File: config.mk
export PLATFORM = sky130hd
export DESIGN_NAME = rtg_video_top
export DESIGN_NICKNAME = d
export VERILOG_FILES = /design/src/design/rtg_pkg.sv /design/src/design/rtg_fetch_timer.sv /design/src/design/rtg_pixel_format.sv /design/src/design/rtg_vblank_stretch.sv /design/src/design/rtg_video_top.sv /design/src/design/rtg_word_fifo.sv
export SDC_FILE = /design/constraint.sdc
export NUM_CORES = 1
export LEC_CHECK = 0
export BUFFER_PORTS_ARGS = -buffer_cell sky130_fd_sc_hd__buf_2
export CAP_MARGIN = 10
export CELL_PAD_IN_SITES_DETAIL_PLACEMENT = 0
export CELL_PAD_IN_SITES_GLOBAL_PLACEMENT = 1
export CORE_ASPECT_RATIO = 0.9
export CORE_MARGIN = 2
export CORE_UTILIZATION = 30
export CTS_BUF_LIST = sky130_fd_sc_hd__clkbuf_2
export CTS_CLUSTER_DIAMETER = 120
export DETAILED_ROUTE_END_ITERATION = 8
export PLACE_DENSITY = 0.49
export REMOVE_ABC_BUFFERS = 1
export SYNTH_ARGS = -nofsm -noshare
export SYNTH_HDL_FRONTEND = slang
export SYNTH_SLANG_ARGS = --single-unit
export TNS_END_PERCENT = 10
File: constraint.sdc
create_clock -name CLK_114 -period 6.42 [get_ports CLK_114]
set_input_delay 0.642 -clock CLK_114 [delete_from_list [all_inputs] [get_ports CLK_114]]
set_output_delay 0.642 -clock CLK_114 [all_outputs]
set_load 0.02 [all_outputs]
File: src/design/rtg_pkg.sv
// Widths and constants for the RTG video path; FIFO_DEPTH must be 2**FIFO_AW and NATIVE_DIV a power of two
package rtg_pkg;

	////////////////////
	// Data widths
	////////////////////

	localparam int PIX_W  = 16; // One hi-colour RGB555 word
	localparam int CHAN_W = 8;  // Per-channel output width
	localparam int PW_W   = 4;  // Clocks per fetch minus one
	localparam int VB_W   = 7;  // Stretch line count

	////////////////////
	// Word FIFO
	////////////////////

	localparam int FIFO_DEPTH    = 16;
	localparam int FIFO_AW       = 4;  // Pointer width
	localparam int FIFO_LOW_MARK = 8;  // Refill at or below this level

	////////////////////
	// Native strobe
	////////////////////

	// Full-rate period; low-scan mode steps by two and halves it
	localparam int NATIVE_DIV = 8;
	localparam int NATIVE_W   = $clog2(NATIVE_DIV); // Wraps at NATIVE_DIV

	////////////////////
	// OSD colours
	////////////////////

	// Top two bits of each channel where an OSD pixel is set
	localparam logic [1:0] OSD_PIX_R = 2'b11;
	localparam logic [1:0] OSD_PIX_G = 2'b11;
	localparam logic [1:0] OSD_PIX_B = 2'b11;

	// OSD background, a dark blue tint
	localparam logic [1:0] OSD_BG_R = 2'b00;
	localparam logic [1:0] OSD_BG_G = 2'b00;
	localparam logic [1:0] OSD_BG_B = 2'b10;

	////////////////////
	// Colour source
	////////////////////

	typedef enum logic [1:0] {
		SRC_NATIVE, // Chipset colour passes through
		SRC_BLANK,  // RTG blanking, black
		SRC_RTG     // Expanded hi-colour word
	} pix_src_e;

endpackage

File: src/design/rtg_fetch_timer.sv
// Assumes pixel_width and extend stay stable during a line; the native strobe ignores blanking
`timescale 1ns/1ps

module rtg_fetch_timer
	import rtg_pkg::*;
(
	input  logic            CLK_114,
	input  logic            reset,
	input  logic            rtg_ena,     // RTG screen on
	input  logic            extend,      // One extra fetch clock past blank
	input  logic            low_scan,    // Halve native strobe period
	input  logic            line_blank,  // Stretched vblank or hblank
	input  logic [PW_W-1:0] pixel_width, // Clocks per fetch minus one
	output logic            fetch,       // Pop next word from FIFO
	output logic            native_strobe
);

	logic [PW_W-1:0]     pix_ctr;    // Compared against pixel_width
	logic                blank_d;    // Previous line_blank for extension
	logic [NATIVE_W-1:0] native_ctr; // Free-running native divider

	////////////////////
	// Fetch strobe
	////////////////////

	// Active area may run one clock past the start of blank when extend is set
	assign fetch = rtg_ena && (!line_blank || (!blank_d && extend)) &&
		(pix_ctr == pixel_width);

	always_ff @(posedge CLK_114) begin
		if (reset) begin
			pix_ctr <= '0;
			blank_d <= 1'b0;
		end else begin
			blank_d <= line_blank; // Delayed copy
			if (line_blank || fetch) begin
				pix_ctr <= '0; // Restart the pixel period
			end else begin
				pix_ctr <= pix_ctr + 1'b1;
			end
		end
	end

	////////////////////
	// Native strobe
	////////////////////

	assign native_strobe = (native_ctr == '0);

	always_ff @(posedge CLK_114) begin
		if (reset) begin
			native_ctr <= '0;
		end else if (low_scan) begin
			native_ctr <= {native_ctr[NATIVE_W-1:1], 1'b0} + NATIVE_W'(2); // Even steps only
		end else begin
			native_ctr <= native_ctr + 1'b1;
		end
	end

	// Counter stays inside one pixel period while an RTG line is active
	a_ctr_in_period : assert property (@(posedge CLK_114) disable iff (reset)
		(rtg_ena && !line_blank) |-> (pix_ctr <= pixel_width));

endmodule

File: src/design/rtg_pixel_format.sv
// Colour and sync outputs lag inputs by one clock; OSD mix is combinational on the registered colour
`timescale 1ns/1ps

module rtg_pixel_format
	import rtg_pkg::*;
(
	input  logic              CLK_114,
	input  logic              reset,
	input  logic              rtg_ena,
	input  logic              line_blank,
	input  logic              fetch,         // New RTG word available
	input  logic              native_strobe,
	input  logic              hsync_in,
	input  logic              vsync_in,
	input  logic              csync_in,
	input  logic              osd_window,    // OSD area active
	input  logic              osd_pixel,     // OSD foreground pixel
	input  logic [PIX_W-1:0]  head_word,     // RGB555 word from FIFO
	input  logic [CHAN_W-1:0] native_r,
	input  logic [CHAN_W-1:0] native_g,
	input  logic [CHAN_W-1:0] native_b,
	output logic              pixel_strobe,  // One pulse per output pixel
	output logic              vga_hs,
	output logic              vga_vs,
	output logic              vga_cs,
	output logic [CHAN_W-1:0] vga_r,
	output logic [CHAN_W-1:0] vga_g,
	output logic [CHAN_W-1:0] vga_b
);

	pix_src_e          src;
	logic [CHAN_W-1:0] red_q;   // Registered colour
	logic [CHAN_W-1:0] green_q;
	logic [CHAN_W-1:0] blue_q;
	logic [1:0]        osd_r;   // OSD top bits
	logic [1:0]        osd_g;
	logic [1:0]        osd_b;

	always_comb begin
		if (!rtg_ena) src = SRC_NATIVE;
		else if (line_blank) src = SRC_BLANK;
		else src = SRC_RTG;
	end

	////////////////////
	// Output registers
	////////////////////

	always_ff @(posedge CLK_114) begin
		if (reset) begin
			red_q        <= '0;
			green_q      <= '0;
			blue_q       <= '0;
			pixel_strobe <= 1'b0;
		end else begin
			pixel_strobe <= rtg_ena ? fetch : native_strobe;
			case (src)
				SRC_NATIVE: begin
					red_q   <= native_r;
					green_q <= native_g;
					blue_q  <= native_b;
				end
				SRC_BLANK: begin
					red_q   <= '0;
					green_q <= '0;
					blue_q  <= '0;
				end
				default: begin
					if (fetch) begin // Low bits repeat the channel MSBs
						red_q   <= {head_word[14:10], head_word[14:12]};
						green_q <= {head_word[9:5], head_word[9:7]};
						blue_q  <= {head_word[4:0], head_word[4:2]};
					end
				end
			endcase
		end
	end

	always_ff @(posedge CLK_114) begin
		vga_hs <= hsync_in; // Match colour latency
		vga_vs <= vsync_in;
		vga_cs <= csync_in;
	end

	////////////////////
	// OSD overlay
	////////////////////

	assign osd_r = osd_pixel ? OSD_PIX_R : OSD_BG_R;
	assign osd_g = osd_pixel ? OSD_PIX_G : OSD_BG_G;
	assign osd_b = osd_pixel ? OSD_PIX_B : OSD_BG_B;

	assign vga_r = osd_window ? {osd_r, red_q[CHAN_W-1:2]} : red_q;
	assign vga_g = osd_window ? {osd_g, green_q[CHAN_W-1:2]} : green_q;
	assign vga_b = osd_window ? {osd_b, blue_q[CHAN_W-1:2]} : blue_q;

endmodule

File: src/design/rtg_vblank_stretch.sv
// Stretch count is taken from hsync_in rising edges sampled in CLK_114; vbend must stay stable outside vblank
`timescale 1ns/1ps

module rtg_vblank_stretch
	import rtg_pkg::*;
(
	input  logic            CLK_114,
	input  logic            reset,
	input  logic            vblank,    // Chipset vertical blank
	input  logic            hblank,    // Chipset horizontal blank
	input  logic            hsync_in,  // Chipset hsync level
	input  logic [VB_W-1:0] vbend,     // Extra blank lines after vblank
	output logic            line_blank // RTG blank for fetch and colour
);

	logic            stretch;  // Extended vertical blank flag
	logic [VB_W-1:0] line_ctr; // Lines counted since vblank fell
	logic            hs_d;     // Registered hsync for edge detect

	////////////////////
	// Stretch counter
	////////////////////

	always_ff @(posedge CLK_114) begin
		if (reset) begin
			stretch  <= 1'b0;
			line_ctr <= '0;
			hs_d     <= 1'b0;
		end else begin
			hs_d <= hsync_in;
			if (vblank) begin
				stretch  <= 1'b1; // Hold blank through chipset vblank
				line_ctr <= '0;
			end else if (line_ctr == vbend) begin
				stretch <= 1'b0; // Enough lines, open the display
			end else if (hsync_in && !hs_d) begin
				line_ctr <= line_ctr + 1'b1; // New line started
			end
		end
	end

	// Combinational from the flag so fetch sees blank the same clock
	assign line_blank = stretch | hblank;

	// Count never overshoots the programmed end while blank is stretched
	a_ctr_bound : assert property (@(posedge CLK_114) disable iff (reset)
		stretch |-> (line_ctr <= vbend));

endmodule

File: src/design/rtg_video_top.sv
// Single CLK_114 domain; memory answers word_req with one-clock fill strobes and has no back-pressure
`timescale 1ns/1ps

module rtg_video_top
	import rtg_pkg::*;
(
	input  logic              CLK_114,
	input  logic              reset,
	input  logic              rtg_ena,     // RTG screen on
	input  logic [PW_W-1:0]   pixel_width, // Clocks per fetch minus one
	input  logic [VB_W-1:0]   vbend,       // Extra blank lines
	input  logic              extend,
	input  logic              low_scan,
	input  logic              hblank,      // Chipset timing
	input  logic              vblank,
	input  logic              hsync_in,
	input  logic              vsync_in,
	input  logic              csync_in,
	input  logic [CHAN_W-1:0] native_r,    // Chipset colour
	input  logic [CHAN_W-1:0] native_g,
	input  logic [CHAN_W-1:0] native_b,
	input  logic              osd_window,
	input  logic              osd_pixel,
	input  logic              fill,        // Memory fill strobe
	input  logic [PIX_W-1:0]  fill_data,
	output logic              word_req,    // Refill request
	output logic              underrun,
	output logic              pixel_strobe,
	output logic [CHAN_W-1:0] vga_r,
	output logic [CHAN_W-1:0] vga_g,
	output logic [CHAN_W-1:0] vga_b,
	output logic              vga_hs,
	output logic              vga_vs,
	output logic              vga_cs
);

	logic             line_blank;    // Stretched blank
	logic             fetch;         // Word pop strobe
	logic             native_strobe;
	logic [PIX_W-1:0] head_word;     // FIFO head

	rtg_vblank_stretch i_rtg_vblank_stretch (
		.CLK_114    (CLK_114),
		.reset      (reset),
		.vblank     (vblank),
		.hblank     (hblank),
		.hsync_in   (hsync_in),
		.vbend      (vbend),
		.line_blank (line_blank)
	);

	rtg_fetch_timer i_rtg_fetch_timer (
		.CLK_114       (CLK_114),
		.reset         (reset),
		.rtg_ena       (rtg_ena),
		.extend        (extend),
		.low_scan      (low_scan),
		.line_blank    (line_blank),
		.pixel_width   (pixel_width),
		.fetch         (fetch),
		.native_strobe (native_strobe)
	);

	rtg_word_fifo i_rtg_word_fifo (
		.CLK_114   (CLK_114),
		.reset     (reset),
		.rtg_ena   (rtg_ena),
		.vblank    (vblank),
		.fill      (fill),
		.fill_data (fill_data),
		.fetch     (fetch),
		.head_word (head_word),
		.word_req  (word_req),
		.underrun  (underrun)
	);

	rtg_pixel_format i_rtg_pixel_format (
		.CLK_114       (CLK_114),
		.reset         (reset),
		.rtg_ena       (rtg_ena),
		.line_blank    (line_blank),
		.fetch         (fetch),
		.native_strobe (native_strobe),
		.hsync_in      (hsync_in),
		.vsync_in      (vsync_in),
		.csync_in      (csync_in),
		.osd_window    (osd_window),
		.osd_pixel     (osd_pixel),
		.head_word     (head_word),
		.native_r      (native_r),
		.native_g      (native_g),
		.native_b      (native_b),
		.pixel_strobe  (pixel_strobe),
		.vga_hs        (vga_hs),
		.vga_vs        (vga_vs),
		.vga_cs        (vga_cs),
		.vga_r         (vga_r),
		.vga_g         (vga_g),
		.vga_b         (vga_b)
	);

endmodule

File: src/design/rtg_word_fifo.sv
// Fill has no back-pressure and a fill into a full FIFO is dropped; underrun clears only on reset
`timescale 1ns/1ps

module rtg_word_fifo
	import rtg_pkg::*;
(
	input  logic             CLK_114,
	input  logic             reset,
	input  logic             rtg_ena,   // Flush while RTG is off
	input  logic             vblank,    // Flush during chipset vblank
	input  logic             fill,      // Single-cycle write strobe
	input  logic [PIX_W-1:0] fill_data,
	input  logic             fetch,     // Pop head word
	output logic [PIX_W-1:0] head_word, // Word at read pointer
	output logic             word_req,  // Refill request level
	output logic             underrun   // Sticky on a fetch while empty
);

	logic [PIX_W-1:0]   mem [FIFO_DEPTH]; // Word storage
	logic [FIFO_AW-1:0] wr_ptr;
	logic [FIFO_AW-1:0] rd_ptr;
	logic [FIFO_AW:0]   level;  // 0 to FIFO_DEPTH
	logic               flush;
	logic               full;
	logic               empty;
	logic               push;
	logic               pop;

	assign flush = vblank || !rtg_ena;
	assign full  = (level == (FIFO_AW+1)'(FIFO_DEPTH));
	assign empty = (level == '0);
	assign push  = fill && !full;  // Dropped when full
	assign pop   = fetch && !empty;

	////////////////////
	// Storage
	////////////////////

	always_ff @(posedge CLK_114) begin
		if (push) begin
			mem[wr_ptr] <= fill_data;
		end
	end

	assign head_word = mem[rd_ptr];

	////////////////////
	// Pointers and level
	////////////////////

	always_ff @(posedge CLK_114) begin
		if (reset || flush) begin
			wr_ptr <= '0;
			rd_ptr <= '0;
			level  <= '0;
		end else begin
			if (push) wr_ptr <= wr_ptr + 1'b1; // Wraps at FIFO_DEPTH
			if (pop) rd_ptr <= rd_ptr + 1'b1;
			case ({push, pop})
				2'b10:   level <= level + 1'b1;
				2'b01:   level <= level - 1'b1;
				default: level <= level; // Both or neither
			endcase
		end
	end

	always_ff @(posedge CLK_114) begin
		if (reset) begin
			underrun <= 1'b0;
		end else if (fetch && empty) begin
			underrun <= 1'b1; // Display outran memory
		end
	end

	// Ask for more words once at or below the low mark
	assign word_req = (level <= (FIFO_AW+1)'(FIFO_LOW_MARK)) && rtg_ena && !vblank;

	// Pointer distance agrees with the level count over any fill and fetch sequence
	a_level_ptrs : assert property (@(posedge CLK_114) disable iff (reset)
		(wr_ptr - rd_ptr) == level[FIFO_AW-1:0]);

endmodule

==> results.md, run 1 <==
Run status:
- The run finished with clean final reports.

Critical path:
- For this run, the slowest stage of the critical path takes 0.60 ns.
- The cell with the biggest individual delay on the critical path is nor3_1.
- The data arrival time of the worst path is 4.26 ns.
- The maximum fanout count along the critical path is 13.
- The most critical setup path has its startpoint at i_rtg_fetch_timer.pix_ctr[2]$_SDFF_PP0_.
- The number of buffers and inverters on the critical path is 1.
- Walking the worst path, the cells encountered are xnor2_1 -> nand4_1 -> buf_4 -> nor3_1 -> ha_1 -> xor2_1 -> ha_1 -> o21ba_2 -> o22ai_1 -> o41ai_1 -> a21o_1 -> a21o_1 -> mux2_1.
- The critical path capture point type is a flip-flop.
- The worst setup path is launched from a flip-flop.
- The required time of the critical path is 7.23 ns.
- The critical path is of the flip-flop to flip-flop type.
- In this run the critical register-to-register path is launched from i_rtg_fetch_timer.pix_ctr[2]$_SDFF_PP0_.
- The kind of cell with the highest combined delay along the critical path is compound AO/OA/AOI/OAI gates.

Synth:
- The post-synthesis share of cell area spent on and, or, nand and nor gates is 6.21%.
- Synthesis inferred 303 register bits.
- After synthesis, flip-flops and latches occupy 69.6% of the total area.
- Yosys mapped a number of flops with a built-in enable equal to between 200 and 250.
- The count of cell types in the netlist is 39.
- Summing the areas of all compound-gate instances in the mapped netlist gives 2.62% of the synthesized area.
- The cell count after synthesis came out at 718.
- In the post-synthesis netlist, the biggest area contributors are edfxtp_1 59%, mux4_2 13%, dfxtp_1 10%.
- The area share of the largest cell type after synthesis is 59.3%.
- The dominant combinational cell family by area after synthesis is multiplexers.
- The post-synthesis cell type with the largest combined area is edfxtp_1.
- The fraction of synthesized area in multiplexers is 16.4%.
- The average instance in the mapped netlist occupies 16.9 um2.
- The count of yosys warnings during synthesis is 0.
- The most used flip-flop cell after synthesis is edfxtp_1.
- The post-synth design cell area is 0.0122 mm2.
- After synthesis, the share of flip-flops with an asynchronous set or reset is 0%.
- Of the total synthesized cell area, the portion taken by XOR and XNOR cells is 1.94%.
- The arithmetic-cell share of the synthesized area counting full adders, half adders and majority gates is 1.13%.

Drt:
- The count of routing violations after the opening detailed-route iteration is 522.
- The final antenna-violating net count is 0.
- In the routed design, unresolved DRC markers number 0.
- The first detailed-routing pass ran for 6 iterations.
- The total length of routed wires is 29.6 mm.
- Across all layers, the routed design uses between 6000 and 7000 vias.
- The number of vias per cell after detailed routing is 4.67.
- The wire length per cell after detailed routing is 19.8 um.

Pwr:
- The highest ir drop seen on vdd is approximately 130 uV.
- Summing internal, switching and leakage power gives 3710 uW.
- For this design the ratio of total power to cell area is 258 mW/mm2.
- The reported leakage power is roughly 0.005 uW.

Global routing:
- The number of antenna violations at the first check in global routing is 2.
- The via count of the first global-routing pass is 7425.
- The overall overflow remaining after global route is 0.
- Entering global routing, the biggest net connects 61 pins.
- The first global-routing pass estimated roughly 45 mm of wire.
- The overall fraction of global-route tracks in use is 14.5%.

Placement:
- The count of input and output buffers is between 90 and 100.
- The placed wire-length estimate is 17.7 mm.
- The global placer's final weighted congestion is roughly 0.81.
- The area of placed instances is 0.0133 mm2.

STA:
- The worst pin sits at a relative slew slack of 28.0%.
- The worst path needs 3.46 ns of the cycle, external delays included.
- The total negative slack is 0 ns.
- The final-layout worst hold slack is 0.161 ns.
- After layout, the worst path uses 53.8% of the clock period.
- The number of hold-slack violations in the final timing report came to 0.
- The maximum achievable frequency is 289 MHz.
- The final count of pins violating max slew is 0.
- The slew at the pin with the worst max-slew slack is approximately 1.1 ns.
- The clock arrives with 0.0643 ns of skew.
- The total setup violations reported at the end of the flow is 0.
- Setup repair after global routing left no endpoint under its margin.

Layout:
- Leaving out fill and tap cells, the most frequent cells in the layout are 240 x edfxtp_1, 103 x clkbuf_2, 92 x buf_2.
- The final layout net count is 988.
- The area growth from synthesis to final layout is 18.4%.
- Leaving out fill and tap cells, the most frequent cell in the layout is edfxtp_1.
- The finished cells cover 0.0144 mm2.
- The fraction of final layout cells with drive strength greater than 1 is 34.4%.
- Measured on the finished design, the core utilization comes to 36.3%.

Clock tree:
- The largest buffer count on any clock path is 3.
- The clock transition time at the flip-flop clock pins of the worst setup and hold paths is 0.10 ns.
- The clock tree synthesis step divided the H-tree into 3 levels.
- The clock sink count is 303.
- The cell at the root of the clock tree is clkbuf_2.
- TritonCTS built the clock tree.
- The number of buffers created by CTS is 78.
- The clock latency on the worst-skew pair is 0.94 ns.

Floorplanning:
- The floorplan step set the die height to 195 um.
- The initial core utilization is 30.6%.
- The number of placement rows is 69.
- The die covers between 0.04 and 0.05 mm2.
- In this run the horizontal extent of the chip is 216 um.
- 94 I/O pins were placed.
- The core box area is 0.0397 mm2.

Job:
- The max-cap check violation count is 0.

Min path:
- The startpoint of the worst hold path is native_b[4].
- The min-delay analysis places its worst path in the category primary input to flip-flop.
==> repair_timing <==
action | CTS | global route
setup endpoints to repair | 0 | 0
hold endpoints to repair | 179 | 0
gates resized for setup | 0 | 0
buffers inserted | 0 | 0
hold buffers | 39 | 0
==> area by class of cell <==
cell class / instances / area (um2)
inverter: 17 / 63.8
clock buffer: 103 / 515
clock inverter: 21 / 194
antenna: 5 / 12.5
fill: 3823 / 25300
tap: 532 / 666
timing repair buffer: 152 / 1010
sequential: 303 / 8480
multi-input combinational: 361 / 3470
==> cell families after synthesis <==
group | count (synthesis)
compound gates | 54
xor+xnor | 27
fa+ha+maj | 11
buf+inv | 54
flops | 303
mux | 101
simple gates | 168
==> through the flow <==
step / worst slack (ns) / std cells
2_1_floorplan: 2.31 / 681
3_3_place_gp: 2.60 / 1326
3_5_place_dp: 2.60 / 1326
4_1_cts: 2.93 / 1489
5_1_grt: 2.59 / 1494
6_report: 2.96 / 1494
==> sequential cells by signal, indices dropped and copies added (netlist names), named ones only <==
signal,count
i_rtg_pixel_format.vga_vs,1
i_rtg_vblank_stretch.hs_d,1
i_rtg_vblank_stretch.line_ctr,7
i_rtg_fetch_timer.native_ctr,3
i_rtg_pixel_format.vga_hs,1
i_rtg_fetch_timer.blank_d,1
i_rtg_word_fifo.mem,240
i_rtg_word_fifo.underrun,1
i_rtg_fetch_timer.pix_ctr,4
i_rtg_pixel_format.vga_cs,1
i_rtg_word_fifo.wr_ptr,4
i_rtg_pixel_format.blue_q,8
i_rtg_pixel_format.red_q,8
i_rtg_word_fifo.level,5
i_rtg_word_fifo.rd_ptr,4
i_rtg_pixel_format.pixel_strobe,1
i_rtg_pixel_format.green_q,8
i_rtg_vblank_stretch.stretch,1
==> worst register-to-register path: stages (launching register included) <==
cell	delay, ns
dfxtp_1	0.40
xnor2_1	0.14
nand4_1	0.13
buf_4	0.21
nor3_1	0.60
ha_1	0.43
xor2_1	0.11
ha_1	0.24
o21ba_2	0.20
o22ai_1	0.15
o41ai_1	0.12
a21o_1	0.18
a21o_1	0.15
mux2_1	0.30
==> report_power, final <==
group / internal [uW] / leakage [uW] / total [uW] / switching, uW
logic: 83.8 / 0.00176 / 199 / 116
clock network: 591 / 0.000526 / 1370 / 774
registers: 2140 / 0.00269 / 2150 / 14.0
==> cells in the mapped netlist (2+ instances only) <==
| cell | number |
|---|---|
| a21o_1 | 2 |
| a21oi_1 | 27 |
| buf_1 | 2 |
| buf_2 | 5 |
| buf_6 | 5 |
| clkbuf_1 | 24 |
| dfxtp_1 | 63 |
| edfxtp_1 | 240 |
| ha_1 | 11 |
| inv_1 | 17 |
| mux2_2 | 20 |
| mux2i_1 | 5 |
| mux4_1 | 5 |
| mux4_2 | 70 |
| nand2_1 | 31 |
| nand2b_1 | 3 |
| nand3_1 | 2 |
| nand4_1 | 6 |
| nor2_1 | 67 |
| nor2b_1 | 9 |
| nor3_1 | 39 |
| nor4_1 | 2 |
| o21ai_0 | 9 |
| o22ai_1 | 7 |
| o41ai_1 | 2 |
| or2_2 | 4 |
| or3_1 | 4 |
| xnor2_1 | 12 |
| xor2_1 | 15 |
==> path summary, 6_finish.rpt <==
path | end | depth (start not counted) | slack, ns
min | i_rtg_pixel_format.blue_q[4]$_SDFFE_PP0P_ | 4 | 0.16
max reg2reg | i_rtg_word_fifo.level[4]$_SDFFE_PP0P_ | 13 | 2.96
min reg2reg | i_rtg_fetch_timer.native_ctr[0]$_SDFF_PP0_ | 1 | 0.47
max | i_rtg_word_fifo.level[4]$_SDFFE_PP0P_ | 13 | 2.96
==> per-layer routing <==
layer  wire length (um)  GRT usage [%]
met5                  0              0
met4                679           5.18
met3               1710           3.85
met2              13600           22.6
met1              13700           19.5
No activity file was read; power rests on OpenSTA's default activity.
==> run 2: changes to the inputs <==
--- a/config.mk
+++ b/config.mk
@@ -15,7 +15,7 @@
 export CTS_BUF_LIST = sky130_fd_sc_hd__clkbuf_2
 export CTS_CLUSTER_DIAMETER = 120
 export DETAILED_ROUTE_END_ITERATION = 8
-export PLACE_DENSITY = 0.49
+export PLACE_DENSITY = 0.51
 export REMOVE_ABC_BUFFERS = 1
 export SYNTH_ARGS = -nofsm -noshare
 export SYNTH_HDL_FRONTEND = slang
==> constraint.sdc (replaced) <==
create_clock -name CLK_114 -period 2.9 [get_ports CLK_114]
set_input_delay 0.29 -clock CLK_114 [delete_from_list [all_inputs] [get_ports CLK_114]]
set_output_delay 0.29 -clock CLK_114 [all_outputs]
set_load 0.02 [all_outputs]
==> results.md, run 2 (same netlist as run 1, synthesis figures left out) <==
Floorplanning:
- The boundary pin count was 94 (unchanged).
- The core box area came to 0.0397 mm2 (unchanged).
- The number of placement rows was 69 (unchanged).
- The die outline height came to 195 um (unchanged).
- The horizontal die dimension was 216 um (unchanged).
- The total die area is 0.0422 mm2 (unchanged).
- The initial core utilization is 30.6% (unchanged).

Critical path:
- The dominant cell type by count on the critical path is a21o_1.
- The critical path goes through or3_4 -> nor3_4 -> nor3_2 -> ha_2 -> xor2_1 -> ha_1 -> o21ba_2 -> o22ai_2 -> o41ai_2 -> a21o_1 -> a21o_1 -> mux2_1.
- The critical register-to-register path startpoint is i_rtg_word_fifo.level[0]$_SDFFE_PP0P_.
- The cell class contributing the biggest share of worst-path delay is compound AO/OA/AOI/OAI gates.
- The number of buffers and inverters on the critical path is 0 (-1).
- The maximum fanout count along the critical path is 3 (-10).
- The setup path with the least slack is of type flip-flop to flip-flop.
- Among all stages on the critical path, the largest delay is contributed by or3_4.
- The worst setup path is launched from a flip-flop.
- The source of the critical timing path is i_rtg_word_fifo.level[0]$_SDFFE_PP0P_.
- The data arrival time of the worst path came to 3.58 ns (-0.68 ns).
- STA classifies the critical path endpoint as a flip-flop.
- The required time of the critical path is 3.72 ns (-3.51 ns).
- The worst stage delay on the critical path is 0.42 ns (-0.18 ns).

Layout:
- The flip-flop count of the largest register, all copies and words added is 240 (unchanged).
- In the layout the commonest cells are 240 x edfxtp_1, 120 x clkbuf_2, 92 x buf_2.
- Leaving out fill and tap cells, the most frequent cell in the layout is edfxtp_1.
- The final-layout fill cell count is 3862 (+1.0%).
- From synthesis to final layout, the design area changed by 22.8%.
- The most flop-heavy register is i_rtg_word_fifo.mem.
- The area of the multi-input gates is 0.00354 mm2 (+2.1%).
- The final layout net count came to 1040 (+5.3%).
- The fraction of the core area covered by cells at the end of the flow came to 37.6% (+1.3 points).
- The fraction of final layout cells with drive strength greater than 1 is 37.5% (+3.1 points).
- The sequential cell area in the final layout is 0.00847 mm2 (about the same).

Pwr:
- The internal cell power is 6050 uW (+120%).
- The combinational share of power was 6.0% (+0.6 points).
- The portion of total power attributed to sequential cells came to 58.9% (+1.0 points).
- The clock power share is 35.1% (-1.7 points).
- The switching power of the nets was 2030 uW (+120%).
- The fraction of power spent switching nets was 25.2% (+0.83 points).
- The highest ir drop seen on vdd is 242 uV (+81%).
- The power density over the cells came to 541 mW/mm2 (+110%).
- The reported leakage power is 0.00528 uW (+6.1%).

Global routing:
- The first-pass GRT wire length is 45.2 mm (+0.26%).
- The number of antenna violations at the first check in global routing is 3 (+1).
- The overall fraction of global-route tracks in use is 14.4% (-0.067 points).
- The overall overflow remaining after global route was 0 (unchanged).
- The via count of the first global-routing pass is 7595 (+2.3%).
- The maximum number of pins on one net before global-route repair is 61 (unchanged).

STA:
- The setup slack after layout was 0.148 ns (-2.82 ns).
- The total setup violations reported at the end of the flow is 0 (unchanged).
- The maximum achievable frequency is 363 MHz (+26%).
- The worst slew margin relative to its limit came to 20.8% (-7.2 points).
- The number of hold-slack violations in the final timing report is 0 (unchanged).
- The clock period minus worst slack is 2.75 ns (-0.705 ns).
- The slew at the pin with the worst max-slew slack is 1.19 ns (+0.109 ns).
- The final-layout worst hold slack is 0.131 ns (-0.0296 ns).
- The final critical-path share of the clock period is 94.9% (+41 points).
- The total negative slack came to 0 ns (unchanged).
- The final count of pins violating max slew is 0 (unchanged).
- The clock skew is 0.0642 ns (-0.000132 ns).

Min path:
- The path class of the lowest-slack min-delay path is primary input to flip-flop.
- In this run the most critical hold path is launched from pixel_width[3].

Placement:
- The count of input and output buffers was 92 (unchanged).
- The placed wire-length estimate is 18.1 mm (+2.2%).
- The global placer's final weighted congestion is 0.726 (-10%).
- The setup slack after placement is 0.0498 ns (-2.55 ns).

Clock tree:
- The clock transition time at the flip-flop clock pins of the worst setup and hold paths is 0.10 ns (about the same).
- The clock sink count was 303 (unchanged).
- The largest buffer count on any clock path is 3 (unchanged).
- The total number of H-tree levels is 3 (unchanged).
- The CTS tree is built.
- The tree is rooted in a clkbuf_2.
- The number of buffers created by CTS came to 81 (+3.8%).
- The clock latency on the worst-skew pair is 0.93 ns (about the same).

Drt:
- The count of routing violations after the opening detailed-route iteration is 405 (-22%).
- The detailed-routing iteration count for the pre-antenna-repair pass was 4 (-2).
- The final routed DRC violation total is 0 (unchanged).
- The final antenna-violating net count is 0 (unchanged).
- The total length of routed wires is 29.6 mm (-0.19%).
- The total via count in the routed design came to 7072 (+1.3%).
- The number of vias per cell after detailed routing is 4.54 (-2.8%).
- The wire length per cell after detailed routing is 19.0 um (-4.2%).

Run status:
- The run finished with clean final reports.

Job:
- The max-cap check violation count is 0 (unchanged).
run 2: cell count changes in the layout (fill, tap and decap cells not counted), sizes merged:
cell / previous run / this run
diode: 5 / 3
clkbuf: 103 / 120
bufinv: 4 / 0
dlygate4sd3: 39 / 68
inv: 18 / 19
buf: 113 / 133
clkinv: 16 / 18
run 2: per-layer routing:
layer / track usage [%] / vias to the layer above / wire length, um
li1: - / 3334 / -
met1: 19.1 / 3490 / 13400
met2: 22.7 / 206 / 13600
met3: 4.24 / 42 / 2160
met4: 4.72 / 0 / 430
met5: 0 / - / 0
run 2: final timing paths:
| path | to | slack (ns) | depth (start not counted) |
|---|---|---|---|
| worst max-delay path | i_rtg_word_fifo.level[4]$_SDFFE_PP0P_ | 0.15 | 12 |
| worst min-delay path | i_rtg_word_fifo.rd_ptr[1]$_SDFFE_PP0P_ | 0.13 | 7 |
| worst max register to register | i_rtg_word_fifo.level[4]$_SDFFE_PP0P_ | 0.15 | 12 |
| worst min register to register | i_rtg_fetch_timer.pix_ctr[0]$_SDFF_PP0_ | 0.48 | 1 |
run 2: cell type report:
type / instances / share of cell area [%]
sequential: 303 / 56.7
multi-input combinational: 361 / 23.7
timing repair buffer: 201 / 10.0
tap: 532 / 4.46
clock buffer: 120 / 4.02
clock inverter: 20 / 0.553
inverter: 17 / 0.427
antenna: 3 / 0.0503
run 2: timing repair:
item | in CTS | in global routing
buffers inserted | 0 | 1
setup endpoints to repair | 1 | 1
endpoints found under the hold margin | 291 | 0
pin swaps | 0 | 1
cloned | 0 | 0
gates resized for setup | 2 | 7
hold buffers | 68 | 0
run 2: through the flow:
stage | power [uW] | instance area [um2] | cells
after global placement | 5270 | 13500 | 1345
after detailed placement | 5270 | 13500 | 1345
after CTS | 8250 | 14900 | 1553
after floorplan | 5060 | 12000 | 681
after global routing | 8490 | 14900 | 1557
final | 8080 | 14900 | 1557
run 2: worst min-delay path, cell delays in order:
cell     delay, ns
buf_2         0.08
xnor2_1       0.06
nand4_1       0.13
nor3_2        0.07
buf_4         0.15
mux2i_1       0.12
nor2_1        0.08
run 2: power groups by stage:
| stage | Sequential, uW | Clock (uW) | Combinational, uW |
|---|---|---|---|
| finish | 4760 | 2830 | 486 |
| global route | 4770 | 3190 | 538 |
| CTS | 4760 | 3000 | 491 |
| detailed placement | 4860 | 0 | 412 |
| global placement | 4860 | 0 | 412 |
| floorplan | 4860 | 0 | 205 |
==> run 3: changes to the inputs <==
--- a/config.mk
+++ b/config.mk
@@ -11,11 +11,12 @@
 export CELL_PAD_IN_SITES_GLOBAL_PLACEMENT = 1
 export CORE_ASPECT_RATIO = 0.9
 export CORE_MARGIN = 2
-export CORE_UTILIZATION = 30
+export CORE_UTILIZATION = 48
 export CTS_BUF_LIST = sky130_fd_sc_hd__clkbuf_2
 export CTS_CLUSTER_DIAMETER = 120
 export DETAILED_ROUTE_END_ITERATION = 8
-export PLACE_DENSITY = 0.51
+export GPL_TIMING_DRIVEN = 0
+export PLACE_DENSITY = 0.76
 export REMOVE_ABC_BUFFERS = 1
 export SYNTH_ARGS = -nofsm -noshare
 export SYNTH_HDL_FRONTEND = slang
==> results.md, run 3 (same netlist as run 1, synthesis figures left out) <==
Run status:
- The run finished, with violations left.
- The checks that failed: setup timing.

STA:
- The final count of pins violating max slew is 0 (unchanged).
- The maximum achievable frequency is 339 MHz (-6.8%).
- The number of hold-slack violations in the final timing report is 0 (unchanged).
- The final critical-path share of the clock period is 102% (+6.9 points).
- The slew at the pin with the worst max-slew slack is 1.05 ns (-0.133 ns).
- The total negative slack is -0.0518 ns (-0.0518 ns).
- The final-layout worst hold slack is 0.108 ns (-0.0230 ns).
- The worst slew margin relative to its limit came to 29.7% (+8.9 points).
- The clock skew came to 0.0786 ns (+0.0144 ns).
- The clock period minus worst slack was 2.95 ns (+0.200 ns).
- The setup slack after layout is -0.0518 ns (-0.200 ns).
- Setup repair after global routing could not meet its margin everywhere.
- The total setup violations reported at the end of the flow is 1 (+1).

Pwr:
- The power density over the cells is 547 mW/mm2 (+1.2%).
- The reported leakage power is 0.00515 uW (-2.4%).
- The highest ir drop seen on vdd was 205 uV (-15%).

Floorplanning:
- The horizontal die dimension is 172 um (-21%).
- The core box area is 0.0250 mm2 (-37%).
- The total die area is 0.0266 mm2 (-37%).
- The die outline height is 155 um (-21%).
- The boundary pin count was 94 (unchanged).
- The number of placement rows was 55 (-20%).
- The initial core utilization was 48.6% (+18 points).

Layout:
- The fraction of final layout cells with drive strength greater than 1 is 38.1% (+0.60 points).
- The most flop-heavy register is i_rtg_word_fifo.mem.
- The top cell types in the final layout, fill and taps aside, are 240 x edfxtp_1, 112 x clkbuf_2, 92 x buf_2.
- Leaving out fill and tap cells, the most frequent cell in the layout is edfxtp_1.
- The area of the multi-input gates is 0.00361 mm2 (+1.9%).
- The flip-flop count of the largest register, all copies and words added came to 240 (unchanged).
- The final layout net count is 1006 (-3.3%).
- The final-layout fill cell count is 1969 (-49%).
- The sequential cell area in the final layout is 0.00848 mm2 (+0.12%).
- From synthesis to final layout, the design area changed by 20.2%.

Clock tree:
- The CTS tree is built.
- The clock latency on the worst-skew pair is 0.85 ns (-0.08 ns).
- The number of buffers created by CTS was 76 (-6.2%).
- The clock sink count is 303 (unchanged).
- The total number of H-tree levels is 3 (unchanged).
- The cell sitting at the root of the clock tree is a clkbuf_2.
- The largest buffer count on any clock path is 3 (unchanged).
- The clock transition time at the flip-flop clock pins of the worst setup and hold paths came to 0.11 ns (about the same).

Drt:
- The length of routed met2 wiring is 13.7 mm (+0.81%).
- The final routed DRC violation total was 0 (unchanged).
- The detailed-routing iteration count for the pre-antenna-repair pass was 5 (+1).
- The total length of routed wires was 26.4 mm (-11%).
- The met1 wire length is 10.8 mm (-19%).
- The total via count in the routed design is 7074 (+0.028%).
- The wire length per cell after detailed routing is 19.9 um (+4.6%).
- The number of vias per cell after detailed routing is 5.33 (+17%).
- The met3 wirelength from detailed routing is 1.53 mm (-29%).
- The top layer reached by signal wires is met4.
- The final antenna-violating net count is 0 (unchanged).
- The count of routing violations after the opening detailed-route iteration is 496 (+22%).

Placement:
- The global placer's final weighted congestion is 0.784 (+8.1%).
- The count of input and output buffers was 92 (unchanged).
- The placed wire-length estimate is 17.1 mm (-5.7%).

Global routing:
- The first-pass GRT wire length is 40.3 mm (-11%).
- The via count of the first global-routing pass is 7352 (-3.2%).
- The maximum number of pins on one net before global-route repair was 61 (unchanged).
- The overall fraction of global-route tracks in use came to 20.2% (+5.8 points).
- The overall overflow remaining after global route is 0 (unchanged).
- The number of antenna violations at the first check in global routing is 1 (-2).

Critical path:
- The critical register-to-register path startpoint is i_rtg_word_fifo.level[0]$_SDFFE_PP0P_.
- The most critical setup path has its startpoint at i_rtg_word_fifo.level[0]$_SDFFE_PP0P_.
- The sort of element at the start of the critical path is a flip-flop.
- The required time of the critical path was 3.56 ns (-0.16 ns).
- The data arrival time of the worst path is 3.61 ns (+0.03 ns).
- The worst setup path is captured at a flip-flop.
- The worst setup path is of the flip-flop to flip-flop kind.
- The maximum fanout count along the critical path is 6 (+3).

Min path:
- In this run the worst hold path is classified as primary input to flip-flop.
- The startpoint of the worst hold path is vbend[0].

Job:
- The max-cap check violation count was 0 (unchanged).
[run 3: worst max-delay path, stage by stage, from the launching register on]
cell	delay, ns
dfxtp_4	0.39
or3_4	0.41
nor3_4	0.22
nor3_4	0.09
ha_4	0.20
xor2_1	0.15
ha_2	0.21
o21ba_2	0.23
o22ai_4	0.13
o41ai_4	0.11
a21o_1	0.18
a21o_1	0.16
mux2_1	0.30
[run 3: layout make-up]
class / instances / area share [%]
antenna: 1 / 0.0171
timing repair buffer: 172 / 9.20
tap: 342 / 2.93
inverter: 17 / 0.436
clock buffer: 112 / 3.83
clock inverter: 20 / 0.898
multi-input combinational: 361 / 24.7
sequential: 303 / 58.0
[run 3: through the flow]
| stage | cells | cell area (um2) | util [%] | worst slack, ns | total power, uW |
|---|---|---|---|---|---|
| after global routing | 1328 | 14600 | 58.4 | -0.157 | 8370 |
| after detailed placement | 1137 | 13200 | 52.9 | -1.04 | 5250 |
| after CTS | 1322 | 14500 | 58.0 | 0.00533 | 8090 |
| after global placement | 1115 | 12900 | 51.4 | -2.43 | 5230 |
| after floorplan | 681 | 12000 | - | -1.21 | 5060 |
| final | 1328 | 14600 | 58.4 | -0.0518 | 8010 |
[run 3: path summary, 6_finish.rpt]
path	end	slack, ns	depth (start not counted)
setup / recovery	i_rtg_word_fifo.level[4]$_SDFFE_PP0P_	-0.05	12
hold / removal	i_rtg_vblank_stretch.line_ctr[1]$_SDFFE_PP0P_	0.11	5
setup reg to reg	i_rtg_word_fifo.level[4]$_SDFFE_PP0P_	-0.05	12
hold reg to reg	i_rtg_pixel_format.red_q[1]$_SDFFE_PP0P_	0.50	2
[run 3: where the power goes]
part / internal [uW] / switching [uW]
clock network: 1130 / 1660
registers: 4730 / 31.6
logic: 203 / 256
total: 6060 / 1940
[run 3: repair_timing]
action | CTS | global route
endpoints found under the setup margin | 4 | 23
buffers inserted | 2 | 5
gates resized for setup | 16 | 8
hold endpoints to repair | 289 | 0
hold buffers | 51 | 0
pin swaps | 3 | 4
[run 3: metal layers]
| metal | GRT usage (%) | vias to the layer above |
|---|---|---|
| met4 | 6.56 | 0 |
| met1 | 24.7 | 3542 |
| li1 | - | 3266 |
| met2 | 35.9 | 240 |
| met3 | 4.20 | 26 |
| met5 | 0 | - |
